[src/verilog/cpu_pkg.sv]
`default_nettype none

package cpu_pkg;

	// ----------------------------------------
	// Widths
	// ----------------------------------------
	localparam int WORD_W = 16;
	localparam int ADDR_W = 8;
	localparam int NREG = 4;

	// ----------------------------------------
	// Instruction word fields
	// ----------------------------------------
	localparam int OP_MSB = 15;
	localparam int OP_LSB = 12;
	localparam int REG_MSB = 11;
	localparam int REG_LSB = 10;
	// Bits 9..8 carry nothing
	localparam int ADDR_MSB = 7;
	localparam int ADDR_LSB = 0;

	typedef enum logic [3:0] {
		OP_LW  = 4'd0,
		OP_SW  = 4'd1,
		OP_ADD = 4'd2,
		OP_SUB = 4'd3,
		OP_AND = 4'd4,
		OP_JMP = 4'd5,
		OP_JZ  = 4'd6,
		OP_HLT = 4'd7
	} opcode_t;

	// Control sequencer phases
	typedef enum logic [2:0] {
		ST_IDLE,
		ST_FETCH,
		ST_DECODE,
		ST_MEM,
		ST_EXEC
	} pm_state_t;

endpackage

`default_nettype wire

[src/verilog/pm.sv]
`timescale 1ns/10ps
`default_nettype none

module pm (
	input  logic             __clk,
	input  logic             arst_n,
	input  logic             start_pulse,
	input  logic             stop_req,
	input  cpu_pkg::opcode_t opcode,
	input  logic             reg_zero,
	input  logic             bus_gnt,
	input  logic             bus_rdy,
	output logic             run,
	output logic             ir_load,
	output logic             ic_load,
	output logic             ic_inc,
	output logic             reg_write,
	output logic             bus_req,
	output logic             bus_we,
	output logic             addr_sel
);

	cpu_pkg::pm_state_t state;
	logic stop_pend;
	logic mem_op;
	logic halt_now;

	// Instructions that need an operand cycle on the bus
	assign mem_op = opcode inside {cpu_pkg::OP_LW, cpu_pkg::OP_SW, cpu_pkg::OP_ADD,
		cpu_pkg::OP_SUB, cpu_pkg::OP_AND};
	assign halt_now = (opcode == cpu_pkg::OP_HLT) || stop_pend || stop_req;

	// Operand address only during the MEM phase
	assign addr_sel = (state == cpu_pkg::ST_MEM);
	assign bus_we = (state == cpu_pkg::ST_MEM) && (opcode == cpu_pkg::OP_SW);

	// IR and IC advance together on the fetch data strobe
	assign ir_load = (state == cpu_pkg::ST_FETCH) && bus_rdy;
	assign ic_inc = ir_load;
	// Register update straight off the read data
	assign reg_write = (state == cpu_pkg::ST_MEM) && bus_rdy && (opcode != cpu_pkg::OP_SW);
	assign ic_load = (state == cpu_pkg::ST_EXEC) && ((opcode == cpu_pkg::OP_JMP) ||
		((opcode == cpu_pkg::OP_JZ) && reg_zero));

	always_ff @(posedge __clk or negedge arst_n) begin
		if (!arst_n) begin
			state <= cpu_pkg::ST_IDLE;
			run <= 1'b0;
			stop_pend <= 1'b0;
			bus_req <= 1'b0;
		end else begin
			// Stop is honoured only at an instruction boundary
			if (stop_req && run)
				stop_pend <= 1'b1;
			case (state)
				cpu_pkg::ST_IDLE: begin
					if (start_pulse) begin
						state <= cpu_pkg::ST_FETCH;
						run <= 1'b1;
						bus_req <= 1'b1;
					end
				end
				cpu_pkg::ST_FETCH: begin
					if (bus_gnt)
						bus_req <= 1'b0;
					if (bus_rdy)
						state <= cpu_pkg::ST_DECODE;
				end
				cpu_pkg::ST_DECODE: begin
					if (mem_op) begin
						state <= cpu_pkg::ST_MEM;
						bus_req <= 1'b1;
					end else begin
						state <= cpu_pkg::ST_EXEC;
					end
				end
				cpu_pkg::ST_MEM: begin
					if (bus_gnt)
						bus_req <= 1'b0;
					if (bus_rdy)
						state <= cpu_pkg::ST_EXEC;
				end
				cpu_pkg::ST_EXEC: begin
					if (halt_now) begin
						state <= cpu_pkg::ST_IDLE;
						run <= 1'b0;
						stop_pend <= 1'b0;
					end else begin
						state <= cpu_pkg::ST_FETCH;
						bus_req <= 1'b1;
					end
				end
				default: state <= cpu_pkg::ST_IDLE;
			endcase
		end
	end

	a_req_while_run: assert property (@(posedge __clk) disable iff (!arst_n)
		$rose(bus_req) |-> run)
		else $error("bus request raised with CPU stopped");

endmodule

`default_nettype wire

[src/verilog/pd.sv]
`timescale 1ns/10ps
`default_nettype none

module pd (
	input  logic                              __clk,
	input  logic                              arst_n,
	input  logic                              ir_load,
	input  logic [cpu_pkg::WORD_W-1:0]        bus_rdata,
	output cpu_pkg::opcode_t                  opcode,
	output logic [$clog2(cpu_pkg::NREG)-1:0]  reg_sel,
	output logic [cpu_pkg::ADDR_W-1:0]        op_addr
);

	logic [cpu_pkg::WORD_W-1:0] ir;
	logic [cpu_pkg::OP_MSB-cpu_pkg::OP_LSB:0] op_field;

	// Instruction register
	always_ff @(posedge __clk or negedge arst_n) begin
		if (!arst_n)
			ir <= '0;
		else if (ir_load)
			ir <= bus_rdata;
	end

	assign op_field = ir[cpu_pkg::OP_MSB:cpu_pkg::OP_LSB];

	// Codes 8..15 fold onto HLT
	assign opcode = (op_field > 4'd7) ? cpu_pkg::OP_HLT : cpu_pkg::opcode_t'(op_field);
	assign reg_sel = ir[cpu_pkg::REG_MSB:cpu_pkg::REG_LSB];
	assign op_addr = ir[cpu_pkg::ADDR_MSB:cpu_pkg::ADDR_LSB];

endmodule

`default_nettype wire

[src/verilog/pa.sv]
`timescale 1ns/10ps
`default_nettype none

module pa (
	input  logic                              __clk,
	input  logic                              arst_n,
	input  logic                              ic_load,
	input  logic                              ic_inc,
	input  logic                              reg_write,
	input  logic                              addr_sel,
	input  logic                              start_pulse,
	input  logic [cpu_pkg::ADDR_W-1:0]        sw_addr,
	input  cpu_pkg::opcode_t                  opcode,
	input  logic [$clog2(cpu_pkg::NREG)-1:0]  reg_sel,
	input  logic [cpu_pkg::ADDR_W-1:0]        op_addr,
	input  logic [cpu_pkg::WORD_W-1:0]        bus_rdata,
	output logic [cpu_pkg::ADDR_W-1:0]        bus_addr,
	output logic [cpu_pkg::WORD_W-1:0]        bus_wdata,
	output logic                              reg_zero
);

	logic [cpu_pkg::WORD_W-1:0] regs [cpu_pkg::NREG];
	logic [cpu_pkg::ADDR_W-1:0] ic;
	logic [cpu_pkg::WORD_W-1:0] cur;
	logic [cpu_pkg::WORD_W-1:0] alu;

	// ----------------------------------------
	// Instruction counter
	// ----------------------------------------
	always_ff @(posedge __clk or negedge arst_n) begin
		if (!arst_n)
			ic <= '0;
		else if (start_pulse)
			ic <= sw_addr;
		else if (ic_load)
			ic <= op_addr;
		else if (ic_inc)
			ic <= ic + 1'b1;
	end

	// ----------------------------------------
	// Register file and ALU
	// ----------------------------------------
	assign cur = regs[reg_sel];

	// LW passes memory data through, wraps mod 2^16 otherwise
	always_comb begin
		case (opcode)
			cpu_pkg::OP_ADD: alu = cur + bus_rdata;
			cpu_pkg::OP_SUB: alu = cur - bus_rdata;
			cpu_pkg::OP_AND: alu = cur & bus_rdata;
			default:         alu = bus_rdata;
		endcase
	end

	always_ff @(posedge __clk or negedge arst_n) begin
		if (!arst_n) begin
			for (int i = 0; i < cpu_pkg::NREG; i++)
				regs[i] <= '0;
		end else if (reg_write) begin
			regs[reg_sel] <= alu;
		end
	end

	assign reg_zero = (cur == '0);

	// Bus side
	assign bus_addr = addr_sel ? op_addr : ic;
	assign bus_wdata = cur;

endmodule

`default_nettype wire

[src/verilog/cpu.sv]
`timescale 1ns/10ps
`default_nettype none

module cpu (
	input  logic                        __clk,
	input  logic                        arst_n,
	input  logic                        start_pulse,
	input  logic                        stop_req,
	input  logic [cpu_pkg::ADDR_W-1:0]  sw_addr,
	input  logic                        bus_gnt,
	input  logic                        bus_rdy,
	input  logic [cpu_pkg::WORD_W-1:0]  bus_rdata,
	output logic                        run,
	output logic                        bus_req,
	output logic                        bus_we,
	output logic [cpu_pkg::ADDR_W-1:0]  bus_addr,
	output logic [cpu_pkg::WORD_W-1:0]  bus_wdata
);

	// ----------------------------------------
	// PM control sequencer
	// ----------------------------------------
	cpu_pkg::opcode_t opcode;
	logic reg_zero, ir_load, ic_load, ic_inc, reg_write, addr_sel;

	pm u_pm (
		.__clk(__clk),
		.arst_n(arst_n),
		.start_pulse(start_pulse),
		.stop_req(stop_req),
		.opcode(opcode),
		.reg_zero(reg_zero),
		.bus_gnt(bus_gnt),
		.bus_rdy(bus_rdy),
		.run(run),
		.ir_load(ir_load),
		.ic_load(ic_load),
		.ic_inc(ic_inc),
		.reg_write(reg_write),
		.bus_req(bus_req),
		.bus_we(bus_we),
		.addr_sel(addr_sel)
	);

	// ----------------------------------------
	// PD instruction decoder
	// ----------------------------------------
	logic [$clog2(cpu_pkg::NREG)-1:0] reg_sel;
	logic [cpu_pkg::ADDR_W-1:0] op_addr;

	pd u_pd (
		.__clk(__clk),
		.arst_n(arst_n),
		.ir_load(ir_load),
		.bus_rdata(bus_rdata),
		.opcode(opcode),
		.reg_sel(reg_sel),
		.op_addr(op_addr)
	);

	// ----------------------------------------
	// PA registers and arithmetic
	// ----------------------------------------
	pa u_pa (
		.__clk(__clk),
		.arst_n(arst_n),
		.ic_load(ic_load),
		.ic_inc(ic_inc),
		.reg_write(reg_write),
		.addr_sel(addr_sel),
		.start_pulse(start_pulse),
		.sw_addr(sw_addr),
		.opcode(opcode),
		.reg_sel(reg_sel),
		.op_addr(op_addr),
		.bus_rdata(bus_rdata),
		.bus_addr(bus_addr),
		.bus_wdata(bus_wdata),
		.reg_zero(reg_zero)
	);

endmodule

`default_nettype wire

[src/verilog/panel.sv]
`timescale 1ns/10ps
`default_nettype none

module panel (
	input  logic                        __clk,
	input  logic                        arst_n,
	input  logic                        panel_load,
	input  logic                        panel_fetch,
	input  logic                        panel_start,
	input  logic                        panel_stop,
	input  logic [cpu_pkg::ADDR_W-1:0]  sw_addr,
	input  logic [cpu_pkg::WORD_W-1:0]  sw_data,
	input  logic                        bus_gnt,
	input  logic                        bus_rdy,
	input  logic [cpu_pkg::WORD_W-1:0]  bus_rdata,
	output logic                        bus_req,
	output logic                        bus_we,
	output logic [cpu_pkg::ADDR_W-1:0]  bus_addr,
	output logic [cpu_pkg::WORD_W-1:0]  bus_wdata,
	output logic [cpu_pkg::WORD_W-1:0]  w,
	output logic                        busy,
	output logic                        start_pulse,
	output logic                        stop_req
);

	logic take_cmd;

	// Load wins over fetch if both arrive together
	assign take_cmd = !busy && (panel_load || panel_fetch);

	always_ff @(posedge __clk or negedge arst_n) begin
		if (!arst_n) begin
			busy <= 1'b0;
			bus_req <= 1'b0;
			bus_we <= 1'b0;
			w <= '0;
		end else begin
			if (take_cmd) begin
				busy <= 1'b1;
				bus_req <= 1'b1;
				bus_we <= panel_load;
			end else if (bus_gnt) begin
				bus_req <= 1'b0;
			end
			// Command done on the data strobe, reads land on the display
			if (bus_rdy) begin
				busy <= 1'b0;
				if (!bus_we)
					w <= bus_rdata;
			end
		end
	end

	always_ff @(posedge __clk) begin
		if (take_cmd) begin
			bus_addr <= sw_addr;
			bus_wdata <= sw_data;
		end
	end

	// Run control goes straight to the CPU, same cycle as sw_addr
	assign start_pulse = panel_start && !busy;
	assign stop_req = panel_stop && !busy;

endmodule

`default_nettype wire

[src/verilog/bus_arbiter.sv]
`timescale 1ns/10ps
`default_nettype none

module bus_arbiter (
	input  logic                        __clk,
	input  logic                        arst_n,
	input  logic                        p_req,
	input  logic                        p_we,
	input  logic [cpu_pkg::ADDR_W-1:0]  p_addr,
	input  logic [cpu_pkg::WORD_W-1:0]  p_wdata,
	input  logic                        c_req,
	input  logic                        c_we,
	input  logic [cpu_pkg::ADDR_W-1:0]  c_addr,
	input  logic [cpu_pkg::WORD_W-1:0]  c_wdata,
	input  logic [cpu_pkg::WORD_W-1:0]  mem_rdata,
	output logic                        p_gnt,
	output logic                        p_rdy,
	output logic                        c_gnt,
	output logic                        c_rdy,
	output logic [cpu_pkg::WORD_W-1:0]  p_rdata,
	output logic [cpu_pkg::WORD_W-1:0]  c_rdata,
	output logic                        mem_en,
	output logic                        mem_we,
	output logic [cpu_pkg::ADDR_W-1:0]  mem_addr,
	output logic [cpu_pkg::WORD_W-1:0]  mem_wdata
);

	logic inflight;
	logic owner_p;

	// Panel first, nothing while a cycle is open
	assign p_gnt = p_req && !inflight;
	assign c_gnt = c_req && !p_req && !inflight;

	assign mem_en = p_gnt || c_gnt;
	assign mem_we = p_gnt ? p_we : (c_gnt && c_we);
	assign mem_addr = p_gnt ? p_addr : c_addr;
	assign mem_wdata = p_gnt ? p_wdata : c_wdata;

	// Second half of the bus cycle, remember who started it
	always_ff @(posedge __clk or negedge arst_n) begin
		if (!arst_n) begin
			inflight <= 1'b0;
			owner_p <= 1'b0;
		end else begin
			inflight <= mem_en;
			owner_p <= p_gnt;
		end
	end

	assign p_rdy = inflight && owner_p;
	assign c_rdy = inflight && !owner_p;
	assign p_rdata = mem_rdata;
	assign c_rdata = mem_rdata;

	a_one_owner: assert property (@(posedge __clk) disable iff (!arst_n)
		!(p_gnt && c_gnt))
		else $error("both masters granted");

	a_no_overlap: assert property (@(posedge __clk) disable iff (!arst_n)
		(p_gnt || c_gnt) |=> !(p_gnt || c_gnt))
		else $error("grant during open bus cycle");

endmodule

`default_nettype wire

[src/verilog/mem.sv]
`timescale 1ns/10ps
`default_nettype none

module mem (
	input  logic                        __clk,
	input  logic                        mem_en,
	input  logic                        mem_we,
	input  logic [cpu_pkg::ADDR_W-1:0]  mem_addr,
	input  logic [cpu_pkg::WORD_W-1:0]  mem_wdata,
	output logic [cpu_pkg::WORD_W-1:0]  mem_rdata
);

	logic [cpu_pkg::WORD_W-1:0] ram [0:(1 << cpu_pkg::ADDR_W)-1];

	// Registered read, old data on a write cycle
	always_ff @(posedge __clk) begin
		if (mem_en) begin
			if (mem_we)
				ram[mem_addr] <= mem_wdata;
			mem_rdata <= ram[mem_addr];
		end
	end

endmodule

`default_nettype wire

[src/verilog/mera_system.sv]
`timescale 1ns/10ps
`default_nettype none

module mera_system (
	input  logic                        __clk,
	input  logic                        arst_n,
	input  logic                        panel_load,
	input  logic                        panel_fetch,
	input  logic                        panel_start,
	input  logic                        panel_stop,
	input  logic [cpu_pkg::ADDR_W-1:0]  sw_addr,
	input  logic [cpu_pkg::WORD_W-1:0]  sw_data,
	output logic [cpu_pkg::WORD_W-1:0]  w,
	output logic                        run,
	output logic                        busy
);

	logic p_req, p_we, p_gnt, p_rdy;
	logic c_req, c_we, c_gnt, c_rdy;
	logic [cpu_pkg::ADDR_W-1:0] p_addr, c_addr, mem_addr;
	logic [cpu_pkg::WORD_W-1:0] p_wdata, c_wdata, p_rdata, c_rdata;
	logic [cpu_pkg::WORD_W-1:0] mem_wdata, mem_rdata;
	logic mem_en, mem_we;
	logic start_pulse, stop_req;

	cpu u_cpu (
		.__clk(__clk), .arst_n(arst_n),
		.start_pulse(start_pulse), .stop_req(stop_req), .sw_addr(sw_addr),
		.bus_gnt(c_gnt), .bus_rdy(c_rdy), .bus_rdata(c_rdata),
		.run(run), .bus_req(c_req), .bus_we(c_we),
		.bus_addr(c_addr), .bus_wdata(c_wdata)
	);

	panel u_panel (
		.__clk(__clk), .arst_n(arst_n),
		.panel_load(panel_load), .panel_fetch(panel_fetch),
		.panel_start(panel_start), .panel_stop(panel_stop),
		.sw_addr(sw_addr), .sw_data(sw_data),
		.bus_gnt(p_gnt), .bus_rdy(p_rdy), .bus_rdata(p_rdata),
		.bus_req(p_req), .bus_we(p_we), .bus_addr(p_addr), .bus_wdata(p_wdata),
		.w(w), .busy(busy), .start_pulse(start_pulse), .stop_req(stop_req)
	);

	bus_arbiter u_bus_arbiter (
		.__clk(__clk), .arst_n(arst_n),
		.p_req(p_req), .p_we(p_we), .p_addr(p_addr), .p_wdata(p_wdata),
		.c_req(c_req), .c_we(c_we), .c_addr(c_addr), .c_wdata(c_wdata),
		.mem_rdata(mem_rdata),
		.p_gnt(p_gnt), .p_rdy(p_rdy), .c_gnt(c_gnt), .c_rdy(c_rdy),
		.p_rdata(p_rdata), .c_rdata(c_rdata),
		.mem_en(mem_en), .mem_we(mem_we), .mem_addr(mem_addr), .mem_wdata(mem_wdata)
	);

	mem u_mem (
		.__clk(__clk),
		.mem_en(mem_en), .mem_we(mem_we),
		.mem_addr(mem_addr), .mem_wdata(mem_wdata),
		.mem_rdata(mem_rdata)
	);

endmodule

`default_nettype wire

[config.mk]
export PLATFORM = sky130hd
export DESIGN_NAME = mera_system
export DESIGN_NICKNAME = d
export VERILOG_FILES = /design/src/verilog/cpu_pkg.sv /design/src/verilog/pm.sv /design/src/verilog/pd.sv /design/src/verilog/pa.sv /design/src/verilog/cpu.sv /design/src/verilog/panel.sv /design/src/verilog/bus_arbiter.sv /design/src/verilog/mem.sv /design/src/verilog/mera_system.sv
export SDC_FILE = /design/constraint.sdc
export NUM_CORES = 2
export LEC_CHECK = 0
export BUFFER_PORTS_ARGS = -buffer_cell sky130_fd_sc_hd__buf_2
export CAP_MARGIN = 20
export CORE_ASPECT_RATIO = 0.75
export CORE_MARGIN = 3
export CORE_UTILIZATION = 60
export CTS_CLUSTER_SIZE = 40
export DETAILED_ROUTE_END_ITERATION = 6
export GPL_ROUTABILITY_DRIVEN = 0
export GPL_TIMING_DRIVEN = 0
export PLACE_DENSITY = 0.73
export REMOVE_ABC_BUFFERS = 1
export SYNTH_ARGS = -nofsm -noshare
export SYNTH_HDL_FRONTEND = slang
export SYNTH_SLANG_ARGS = --single-unit
[constraint.sdc]
create_clock -name __clk -period 18.8 [get_ports __clk]
set_input_delay 3.76 -clock __clk [delete_from_list [all_inputs] [get_ports __clk]]
set_output_delay 3.76 -clock __clk [all_outputs]
set_load 0.03 [all_outputs]
==> impl_metrics.tcl <==
set metrics [dict create \
    run_status "finished clean" \
    post_synth_fa_ha_maj_area_fraction 0.00145 \
    number_of_violations_of_the_max_capacitance_limit 0 \
    globalRoute.totalOverflow 0 \
    synth_xor_area_frac 0.00181 \
    cts_post_setup_buffers_inserted 0 \
    grt_setup_unrepaired "false" \
    cts_repair_resize_count 0 \
    syn_inst 11900 \
    average_via_count_per_standard_cell 6.73 \
    dominantRegCellSynth "edfxtp_1" \
    worstPathArrival_ns 8.30 \
    initial_standard_cell_utilization_of_the_core 0.604 \
    worst-endpoint-required_ns 19.42 \
    muxShareOfSynthArea 0.0261 \
    overall_via_count_from_detail_route 108000 \
    globalRouteTotalUtil 0.316 \
    grt_antenna_before_repair 48 \
    iter_0_drt_violations 17100 \
    synth-warning-count 0 \
    post_synth_main_area_contributors "edfxtp_1, nand2_1, a21oi_1" \
    setup.worst_path.end_class "flip-flop" \
    worst_r2r_start "u_cpu.u_pm.state[2]$_DFFE_PN0P_" \
    post_synth_and_or_nand_nor_area_fraction 0.100 \
    floorplan.die.height_um 466 \
    yosys_register_bits 4249 \
    tightestPinTransition_ns 1.40 \
    cp_class "reg -> reg" \
    clock_latency_on_the_worst_skew_pair_ns 0.93 \
    clock_tree.buffer_depth 4 \
    layout-drive-gt1-share 0.124 \
    maxSlewHeadroom 0.0661 \
    timing.final.max_slew_violations 0 \
    classification_of_the_worst_slack_hold_path "reg -> reg" \
    portBuffers 47 \
    post-route-min-period_ns 7.67 \
    core_um2 280000 \
    synth_edf_count 4136 \
    final.hold.worst_slack_ns 0.481 \
    floorplan.die_area_um2 288000 \
    post-layout-total-power_mw 32.7 \
    setup_total_negative_slack_ns 0 \
    drc 0 \
    grt_start_max_net_pins 138 \
    cts.htree.levels 5 \
    detailedRoute.firstPassIterationCount 7 \
    worst_ir_drop_vdd_uv 168 \
    route.detailed.wl_per_inst_um 28.9 \
    std_cell_rows 168 \
    hold_viol 0 \
    report.final.setup_viol 0 \
    synthesized_area_per_cell_um2 14.2 \
    clk_pin_slew_worst_paths_ns 0.06 \
    power-per-cell-area_nw_per_um2 170 \
    place_inst 15300 \
    ys_seq_area_frac 0.752 \
    clock_tree_from_tritoncts "done" \
    dp_hpwl_um 287000 \
    synth_top_family_by_area "simple AND/OR/NAND/NOR gates" \
    cts_buffers 383 \
    clock-sinks 4249 \
    yosysTopAreaCell "edfxtp_1" \
    cp_max_fo 137 \
    final_std_cells_w_o_fill 16000 \
    synth_area_in_compound_gates 0.0956 \
    area_growth_syn_to_layout_pct 14.0 \
    p_leak_nw 65.5 \
    clk_root_buffer_cell "clkbuf_16" \
    antenna_left 0 \
    postCtsHoldBufs 0 \
    grt_pass1_wl_um 674000 \
    totalWireLength_um 464000 \
    critPathLaunch "u_cpu.u_pm.state[2]$_DFFE_PN0P_" \
    die_x_um 619 \
    via_count_of_the_first_global_routing_pass 103000 \
    finClkSkew_ns 0.0473 \
    worst_hold_startpoint "u_panel.w[6]$_DFFE_PN0P_" \
    fmax_mhz 130 \
    io_pins 48 \
    worst_setup_path_start_kind "flip-flop" \
    synth.distinct_cells 82 \
    synthDominantCellAreaShare 0.735 \
    synth.cell_area_um2 169000 \
    synth-async-reset-ratio 0.0266 \
    finalCritPeriodShare 0.408 \
    design.final.nets 12000 \
]
final cells by class:
class                      count  area [um2]
antenna                       34        85.1
clock buffer                 472       10100
clock inverter               217        2030
fill                       17400       87100
inverter                      23        86.3
multi-input combinational   6748       39100
sequential                  4249      127000
tap                         3740        4680
timing repair buffer         545        9540
worst paths after layout:
check | endpoint | slack, ns | depth (start not counted)
worst max-delay path | u_mem.mem_rdata[14]$_DFFE_PP_ | 11.13 | 14
worst max register to register | u_mem.mem_rdata[14]$_DFFE_PP_ | 11.13 | 14
worst min-delay path | u_panel.w[6]$_DFFE_PN0P_ | 0.48 | 2
worst min register to register | u_panel.w[6]$_DFFE_PN0P_ | 0.48 | 2
max in group asynchronous | u_cpu.u_pa.regs[26]$_DFFE_PN0P_ | 15.14 | 2
min in group asynchronous | u_panel.w[9]$_DFFE_PN0P_ | 2.90 | 1
synthesized netlist by cell type (12+ instances only):
library cell  count
buf_1            60
o22ai_1          50
a21oi_1         777
a32o_1           48
a311o_1          63
nand2_1        2377
a32oi_1         160
nor3_1           12
buf_2           246
or4_1            17
and3_1          356
mux2_2           53
a31oi_1         219
a31o_2           41
a22oi_1         310
xor2_1           12
ha_1             18
nand4_1         101
a21boi_0         30
a22o_1           33
a21o_1           20
a211oi_1        322
nor4_1          101
nand3_1         537
o21ai_0         157
mux4_2           15
a2111oi_2        15
mux2i_1         347
a2111oi_0        47
a31o_1           57
dfrtp_1         113
buf_6            14
clkbuf_1        523
xnor2_1          23
inv_1            21
buf_4            30
edfxtp_1       4136
nor2_1          328
critical path, stage by stage (launching register included):
cell and delay [ns]:
dfrtp_1 0.63, and3b_1 0.50, o211ai_4 0.86, buf_12 0.29, buf_12 0.24, buf_12 0.22, nand2_8 0.39, buf_16 0.40
buf_16 0.35, a211oi_1 0.45, nor4_1 0.17, a31o_1 0.28, a2111oi_0 0.93, o2111ai_1 0.62, or4_1 0.73
placed cells by master (no fill, tap or decap), types with 218 or more instances in the layout:
master     instances
edfxtp_1        4136
nand2_1         2354
mux2i_1          347
clkbuf_16        392
and3_1           356
nor2_2           254
a22oi_1          310
a31oi_1          218
a211oi_1         322
nand3_1          533
a21oi_1          774
kinds of logic after synthesis:
| logic type | Yosys count |
|---|---|
| flops | 4249 |
| buf+inv | 899 |
| compound gates | 2388 |
| mux | 415 |
| simple gates | 3891 |
| fa+ha+maj | 19 |
| xor+xnor | 35 |
sequential cells by signal (all words and copies together), names as in the netlist, 3 cells and up:
name               flops
u_cpu.u_pa.ic          8
u_cpu.u_pm.state       3
u_panel.bus_addr       8
u_cpu.u_pd.ir         14
u_panel.w             16
u_mem.ram           4096
u_cpu.u_pa.regs       64
u_panel.bus_wdata     16
u_mem.mem_rdata       16
through the flow:
stage                util  setup WS (ns)  instance area (um2)
floorplan               -          -8.85               165000
global placement    0.608         -24.11               170000
CTS                 0.688          11.17               192000
detailed placement  0.644          11.23               180000
global route        0.689          11.21               193000
finish              0.689          11.13               193000
per-layer routing:
metal / vias to the layer above / global-route usage / part of all wire
met5: - / 0 / 0.00055
met4: 18 / 0.144 / 0.050
met3: 1196 / 0.0841 / 0.14
met2: 7702 / 0.468 / 0.44
met1: 53200 / 0.444 / 0.37
li1: 45700 / - / -
power breakdown:
part           internal [mW]  total, mW  leakage, nW  switching [mW]
Sequential              12.0       12.2         39.5           0.170
Combinational           3.79       12.8         20.1            8.99
Clock                   4.34       7.71         5.92            3.38
(Power assumes the default switching activity.)
